===== config.mk =====
export PLATFORM = sky130hd
export DESIGN_NAME = adder_check
export DESIGN_NICKNAME = d
export VERILOG_FILES = /design/src/adder_geom_pkg.sv /design/src/check_types_pkg.sv /design/src/adder_check.sv /design/src/bk_group_adder.sv /design/src/bk_select_adder.sv /design/src/ripple_group_adder.sv /design/src/ripple_select_adder.sv
export SDC_FILE = /design/constraint.sdc
export NUM_CORES = 1
export LEC_CHECK = 0
export ABC_AREA = 1
export BUFFER_PORTS_ARGS = -buffer_cell sky130_fd_sc_hd__buf_2
export CORE_MARGIN = 10
export CORE_UTILIZATION = 50
export DETAILED_ROUTE_END_ITERATION = 7
export PLACE_DENSITY = 0.85
export SKIP_LAST_GASP = 1
export SYNTH_ARGS = -nofsm -noshare
export SYNTH_HDL_FRONTEND = slang
export SYNTH_HIERARCHICAL = 1
export SYNTH_SLANG_ARGS = --single-unit

===== constraint.sdc =====
create_clock -name clk -period 0.8 [get_ports clk]
set_input_delay 0.24 -clock clk [delete_from_list [all_inputs] [get_ports clk]]
set_output_delay 0.24 -clock clk [all_outputs]
set_load 0.01 [all_outputs]

===== src/adder_geom_pkg.sv =====
package adder_geom_pkg;

    // Operand width of both adders.
    localparam int data_width = 32;

    // The word is split into eight carry-select groups that grow toward the top,
    // so each group's internal add settles about when its select carry arrives.
    localparam int num_groups = 8;
    localparam int last_group = num_groups - 1;

    // group k covers bits group_lsb[k] +: group_width[k].
    localparam int group_width [num_groups] = '{
        2,  // bits 1:0
        2,  // bits 3:2
        3,  // bits 6:4
        4,  // bits 10:7
        5,  // bits 15:11
        6,  // bits 21:16
        7,  // bits 28:22
        3   // bits 31:29
    };

    localparam int group_lsb [num_groups] = '{
        0,
        2,
        4,
        7,
        11,
        16,
        22,
        29
    };

    // Widest group in the partition.
    localparam int max_group_width = 7;

    // Group 0 has carry-in zero and no select, so only groups 1 to last_group
    // are built as selected pairs.
    localparam int first_select_group = 1;

endpackage


===== src/check_types_pkg.sv =====
package check_types_pkg;

    import adder_geom_pkg::*;

    // Operand pair presented to both adders.
    typedef struct packed {
        logic [data_width-1:0] a;
        logic [data_width-1:0] b;
    } operands_t;

    // Sum word and carry-out of one adder.
    typedef struct packed {
        logic [data_width-1:0] sum;
        logic                  cout;
    } sum_t;

    // Bitwise difference of the two adders; all zero when they agree.
    typedef struct packed {
        logic [data_width-1:0] check;
        logic                  checkcout;
    } check_t;

endpackage


===== src/adder_check.sv =====
`timescale 1ns/1ps

module adder_check
    import adder_geom_pkg::*;
    import check_types_pkg::*;
(
    input  logic      clk,
    input  logic      rst_n,
    input  operands_t operands,
    output sum_t      result,
    output check_t    check
);

    sum_t   bk_sum;
    sum_t   rc_sum;
    check_t mismatch;

    bk_select_adder bk_adder_i (
        .operands (operands),
        .result   (bk_sum)
    );

    ripple_select_adder rc_adder_i (
        .operands (operands),
        .result   (rc_sum)
    );

    // Any bit set here marks a disagreement between the two adders.
    assign mismatch.check     = bk_sum.sum ^ rc_sum.sum;
    assign mismatch.checkcout = bk_sum.cout ^ rc_sum.cout;

    always_ff @(posedge clk or negedge rst_n) begin
        if (!rst_n) begin
            result <= '0;
            check  <= '0;
        end else begin
            result <= bk_sum;     // the Brent-Kung adder is the reported result.
            check  <= mismatch;
        end
    end

    // both carry-select adders produce the same sum word.
    a_sum_agree: assert property (
        @(posedge clk) disable iff (!rst_n)
        check.check == {data_width{1'b0}}
    ) else $error("adder sums disagree, check = %h", check.check);

    a_cout_agree: assert property (
        @(posedge clk) disable iff (!rst_n)
        !check.checkcout
    ) else $error("adder carry-outs disagree");

    // The registered result is the true 33-bit sum of the operands one cycle earlier.
    a_sum_latency: assert property (
        @(posedge clk) disable iff (!rst_n)
        $past(rst_n) |->
            {result.cout, result.sum} ==
            $past({1'b0, operands.a} + {1'b0, operands.b})
    ) else $error("result is not the operand sum of the previous cycle");

endmodule


===== src/bk_group_adder.sv =====
`timescale 1ns/1ps

module bk_group_adder
    import adder_geom_pkg::*;
#(
    parameter int width = max_group_width
) (
    input  logic [width-1:0] a,
    input  logic [width-1:0] b,
    input  logic             sel,
    output logic [width-1:0] sum,
    output logic             cout
);

    localparam int levels = $clog2(width);
    localparam int stages = 2 * levels;
    localparam int last   = stages - 1;

    wire [width-1:0] gs [stages]; // group generate per prefix stage.
    wire [width-1:0] ps [stages]; // group propagate per prefix stage.

    logic [width-1:0] sum0;
    logic             cout0;
    logic [width-1:0] sum1;
    logic             cout1;
    logic [width:0]   ones;       // running AND of sum0 bits for the BEC.

    assign gs[0] = a & b;
    assign ps[0] = a ^ b;

    // Stages 1..levels form the up-sweep tree, the remaining stages fill in
    // the odd positions on the way back down.
    for (genvar s = 1; s < stages; s++) begin : g_stage
        localparam bit up   = (s <= levels);
        localparam int lvl  = up ? s - 1 : 2 * levels - 1 - s;
        localparam int span = 2 ** lvl;

        for (genvar i = 0; i < width; i++) begin : g_bit
            localparam bit up_node = up && ((i + 1) % (2 * span) == 0);
            localparam bit dn_node = !up && ((i + 1) % (2 * span) == span)
                                     && (i >= 2 * span);

            if (up_node || dn_node) begin : g_cell
                assign gs[s][i] = gs[s-1][i] | (ps[s-1][i] & gs[s-1][i-span]);
                // a node whose span reaches bit 0 only needs the gray cell.
                if (up_node && (i + 1 != 2 * span)) begin : g_black
                    assign ps[s][i] = ps[s-1][i] & ps[s-1][i-span];
                end else begin : g_gray
                    assign ps[s][i] = ps[s-1][i];
                end
            end else begin : g_pass
                assign gs[s][i] = gs[s-1][i];
                assign ps[s][i] = ps[s-1][i];
            end
        end
    end

    // After the last stage gs[last][i] is the carry out of bit i with carry-in zero.
    assign sum0  = ps[0] ^ {gs[last][width-2:0], 1'b0};
    assign cout0 = gs[last][width-1];

    always_comb begin
        ones[0] = 1'b1;
        for (int i = 0; i < width; i++) begin
            ones[i+1] = ones[i] & sum0[i];
        end
    end

    // BEC output is the carry-in-zero result plus one.
    assign sum1  = sum0 ^ ones[width-1:0];
    assign cout1 = cout0 ^ ones[width];

    assign sum  = sel ? sum1 : sum0;
    assign cout = sel ? cout1 : cout0;

endmodule


===== src/bk_select_adder.sv =====
`timescale 1ns/1ps

module bk_select_adder
    import adder_geom_pkg::*;
    import check_types_pkg::*;
(
    input  operands_t operands,
    output sum_t      result
);

    localparam int w0 = group_width[0];

    wire [data_width-1:0] sum_bits;
    wire [num_groups-1:0] carry;    // selected carry out of each group.

    logic [w0-1:0] g0;
    logic [w0-1:0] p0;
    logic [w0:0]   pre0;            // prefix generate of group 0.

    assign g0 = operands.a[group_lsb[0] +: w0] & operands.b[group_lsb[0] +: w0];
    assign p0 = operands.a[group_lsb[0] +: w0] ^ operands.b[group_lsb[0] +: w0];

    // Group 0 is only two bits wide, so its prefix is a single gray cell.
    always_comb begin
        pre0[0] = 1'b0;
        for (int i = 0; i < w0; i++) begin
            pre0[i+1] = g0[i] | (p0[i] & pre0[i]);
        end
    end

    assign sum_bits[group_lsb[0] +: w0] = p0 ^ pre0[w0-1:0];
    assign carry[0] = pre0[w0];

    for (genvar k = first_select_group; k < num_groups; k++) begin : g_group
        bk_group_adder #(
            .width(group_width[k])
        ) group_i (
            .a    (operands.a[group_lsb[k] +: group_width[k]]),
            .b    (operands.b[group_lsb[k] +: group_width[k]]),
            .sel  (carry[k-1]),
            .sum  (sum_bits[group_lsb[k] +: group_width[k]]),
            .cout (carry[k])
        );
    end

    assign result.sum  = sum_bits;
    assign result.cout = carry[last_group];

endmodule


===== src/ripple_group_adder.sv =====
`timescale 1ns/1ps

module ripple_group_adder
    import adder_geom_pkg::*;
#(
    parameter int width = max_group_width
) (
    input  logic [width-1:0] a,
    input  logic [width-1:0] b,
    input  logic             sel,
    output logic [width-1:0] sum,
    output logic             cout
);

    logic [width:0]   c_zero; // chain seeded with carry-in zero.
    logic [width:0]   c_one;  // chain seeded with carry-in one.
    logic [width-1:0] s_zero;
    logic [width-1:0] s_one;

    always_comb begin
        c_zero[0] = 1'b0;
        c_one[0]  = 1'b1;
        for (int i = 0; i < width; i++) begin
            s_zero[i]   = a[i] ^ b[i] ^ c_zero[i];
            c_zero[i+1] = (a[i] & b[i]) | ((a[i] ^ b[i]) & c_zero[i]);
            s_one[i]    = a[i] ^ b[i] ^ c_one[i];
            c_one[i+1]  = (a[i] & b[i]) | ((a[i] ^ b[i]) & c_one[i]);
        end
    end

    assign sum  = sel ? s_one : s_zero;
    assign cout = sel ? c_one[width] : c_zero[width];

endmodule


===== src/ripple_select_adder.sv =====
`timescale 1ns/1ps

module ripple_select_adder
    import adder_geom_pkg::*;
    import check_types_pkg::*;
(
    input  operands_t operands,
    output sum_t      result
);

    localparam int w0 = group_width[0];

    wire [data_width-1:0] sum_bits;
    wire [num_groups-1:0] carry;    // selected carry out of each group.

    logic [w0-1:0] a0;
    logic [w0-1:0] b0;
    logic [w0-1:0] s0;
    logic [w0:0]   c0;              // ripple carries of group 0.

    assign a0 = operands.a[group_lsb[0] +: w0];
    assign b0 = operands.b[group_lsb[0] +: w0];

    always_comb begin
        c0[0] = 1'b0;
        for (int i = 0; i < w0; i++) begin
            s0[i]   = a0[i] ^ b0[i] ^ c0[i];
            c0[i+1] = (a0[i] & b0[i]) | ((a0[i] ^ b0[i]) & c0[i]);
        end
    end

    assign sum_bits[group_lsb[0] +: w0] = s0;
    assign carry[0] = c0[w0];

    // each group picks between its two chains on the carry of the group below.
    for (genvar k = first_select_group; k < num_groups; k++) begin : g_group
        ripple_group_adder #(
            .width(group_width[k])
        ) group_i (
            .a    (operands.a[group_lsb[k] +: group_width[k]]),
            .b    (operands.b[group_lsb[k] +: group_width[k]]),
            .sel  (carry[k-1]),
            .sum  (sum_bits[group_lsb[k] +: group_width[k]]),
            .cout (carry[k])
        );
    end

    assign result.sum  = sum_bits;
    assign result.cout = carry[last_group];

endmodule


==> impl_metrics.toml <==
[worst_setup_path]
cp_slowest_cell = "fa_2"
cp.required_ns = 1.05
cpMostUsedCell = "fa_2"
endpoint_kind = "register"
crit_arrival_ns = 10.00
worst-path-max-fanout = 4
cp-start-kind = "primary input"
worstSetupPathType = "primary input to register"
slowest_delay_ns = 0.42

[sta]
slew_violations = 0
rsz0062_at_grt = "yes"
tightest_slew_ns = 0.3286
finalCritPeriodShare = 12.19
finalSetupViolCount = 130
period_needed_ns = 9.754
final.setup.tns_ns = -220.74
slew_headroom = 0.7793
hold_viol_final = 0
setup_slack_ns = -8.954
fmax_mhz = 102.5

[layout]
final_common_cell = "inv_1"
n_fill_cell = 597
nets = 1066
multi_input_comb_area_um2 = 3334
drive_above_1_share = 0.5133
seq_area_um2 = 1652
syn_to_final_growth_pct = 59.47
layout_common_cells = "144 x inv_1, 143 x nand2_1, 95 x buf_2"

[place]
port_buffers = 131
place_hpwl_mm = 10.65
post-place-ws_ns = -9.222
place.gp.congestion = 0.8346

[power]
p_sw_w = 0.005925
power_w = 0.01562
swShare = 0.3794
pwr-share-clk = 0.163
seqPwrFrac = 0.298
p_int_w = 0.009691
leakagePower_nw = 4.732
max-vdd-ir-drop_mv = 1.071
pwr-share-comb = 0.539
powerDensity_nw_per_um2 = 1911

[detailed_routing]
first_iter_violations = 206
wl_per_cell_um = 14.85
finalWirelength_mm = 15.43
first_pass_iters = 4
drt-vias-per-instance = 4.584
vias = 4763
drc = 0
postRouteAntennaNets = 0

[logic_synthesis]
yosysWarningCount = 6
synth_cells = 633
seq_area_frac_synth = 0.3223
yosys_register_bits = 66
synth.area.mux_share = 0
synth_compound_area_frac = 0.01904
synthAdderAreaFrac = 0.3057
synthesis.area_um2 = 5125
synth_area_leaders = "dfrtp_1 32%, fa_1 16%, nand2_1 15%"
synth_top_family_by_area = "adder cells"
yosysTopAreaCell = "dfrtp_1"
synthXorXnorAreaFrac = 0.02222
netlist.area_leader.share = 0.3223
synth_simple_gate_area_share = 0.1748
yosysUniqueCellTypes = 20
syn_nets = 799
syn_area_per_cell_um2 = 8.096

[die]
start_util = 0.5195
die_h_um = 121.2
die_area_um2 = 14700
core_area_um2 = 9864
io_pins = 132
rows = 36
die_x_um = 121.2

[global_routing]
antenna_found_initial = 2
grt_overflow = 0
grt_first_pass_wirelength_mm = 22.42
grt_max_degree = 27
track_usage = 0.1884
grt_pass1_vias = 5014

[outcome]
status = "finished with violations"
violations = "setup timing"

[clocking]
cts_max_path_buffers = 2
path_clk_slew_ns = 0.07
cts.htree.levels = 3
clockRootBuffer = "clkbuf_8"
cts_tree = "yes"
cts.sinks = 66
numCtsBuffers = 9

[worst_hold_path]
worstHoldPathType = "primary input to register"

[job]
max_cap_viol_count = 0
-- cell usage after synthesis, drive strengths merged --
master,n
and2,2
clkinv,2
fa,42
buf,5
nand3,12
o21ai,14
inv,199
xnor2,6
dfrtp,66
a21o,1
nor2,2
or2,1
nand3b,1
a21oi,4
ha,58
xor2,7
nand2,211
-- per-stage QoR --
step	instances	area [µm²]	util	hold WS [ns]
after global routing	1038	8170	0.8283	0.2289
after detailed placement	986	6893	0.6988	0.1220
final	1039	8173	0.8285	0.2270
after CTS	1013	7570	0.7674	0.2363
after global placement	986	6893	0.6988	0.1193
after floorplan	633	5393	-	-0.05559
-- path summary, 6_finish.rpt --
| kind | startpoint | cells after the start | to |
|---|---|---|---|
| setup / recovery | operands[0] | 57 | check[32]$_DFF_PN0_ |
| hold / removal | operands[32] | 4 | check[1]$_DFF_PN0_ |
| max in group asynchronous | rst_n | 3 | result[22]$_DFF_PN0_ |
| min in group asynchronous | rst_n | 2 | check[10]$_DFF_PN0_ |
-- power groups by stage --
stage               logic [W]  clock network [W]  registers [W]
global placement      0.00598                  0        0.00455
finish                0.00842            0.00255        0.00465
global route          0.00927            0.00275        0.00472
CTS                   0.00722            0.00257        0.00456
detailed placement    0.00629                  0        0.00458
floorplan             0.00304                  0        0.00511
-- state kept, by name (all words and copies together) (netlist names) --
name,count
check,33
result,33
-- what timing repair did --
item / in CTS / in global routing
setup endpoints to repair: 130 / 130
gates cloned: 2 / 0
hold buffers: 1 / 0
pin swaps: 35 / 21
endpoints found under the hold margin: 5 / 0
gates resized for setup: 105 / 115
setup buffers: 12 / 28
-- worst max-delay path, delay by kind of cell --
| kind | cells | cell delay, ns |
|---|---|---|
| adders and majority gates | 25 | 7.75 |
| buffers and inverters | 16 | 0.99 |
| and+or+nand+nor | 15 | 0.95 |
| AOI/OAI and AO/OA | 1 | 0.06 |
-- layer usage --
metal | share of wire | routed length [µm] | GRT usage
met1 | 0.34 | 5312 | 0.1800
met2 | 0.58 | 8981 | 0.3803
met3 | 0.053 | 823 | 0.04839
met4 | 0.020 | 308 | 0.05440
met5 | 0 | 0 | 0
-- logic make-up after synthesis --
kind of cell,count (synthesis)
and+or+nand+nor,229
buffers and inverters,206
adders and majority gates,100
DFF,66
AOI/OAI and AO/OA,19
xor gates and xnor gates,13
-- layout make-up --
type | count | share of cell area
Timing Repair Buffer | 261 | 0.2541
Clock buffer | 12 | 0.01898
Inverter | 201 | 0.09400
Tap cell | 133 | 0.02036
Antenna cell | 2 | 0.0006124
Clock inverter | 3 | 0.001837
Multi-Input combinational cell | 361 | 0.4080
Sequential cell | 66 | 0.2021
(Power assumes the default switching activity.)
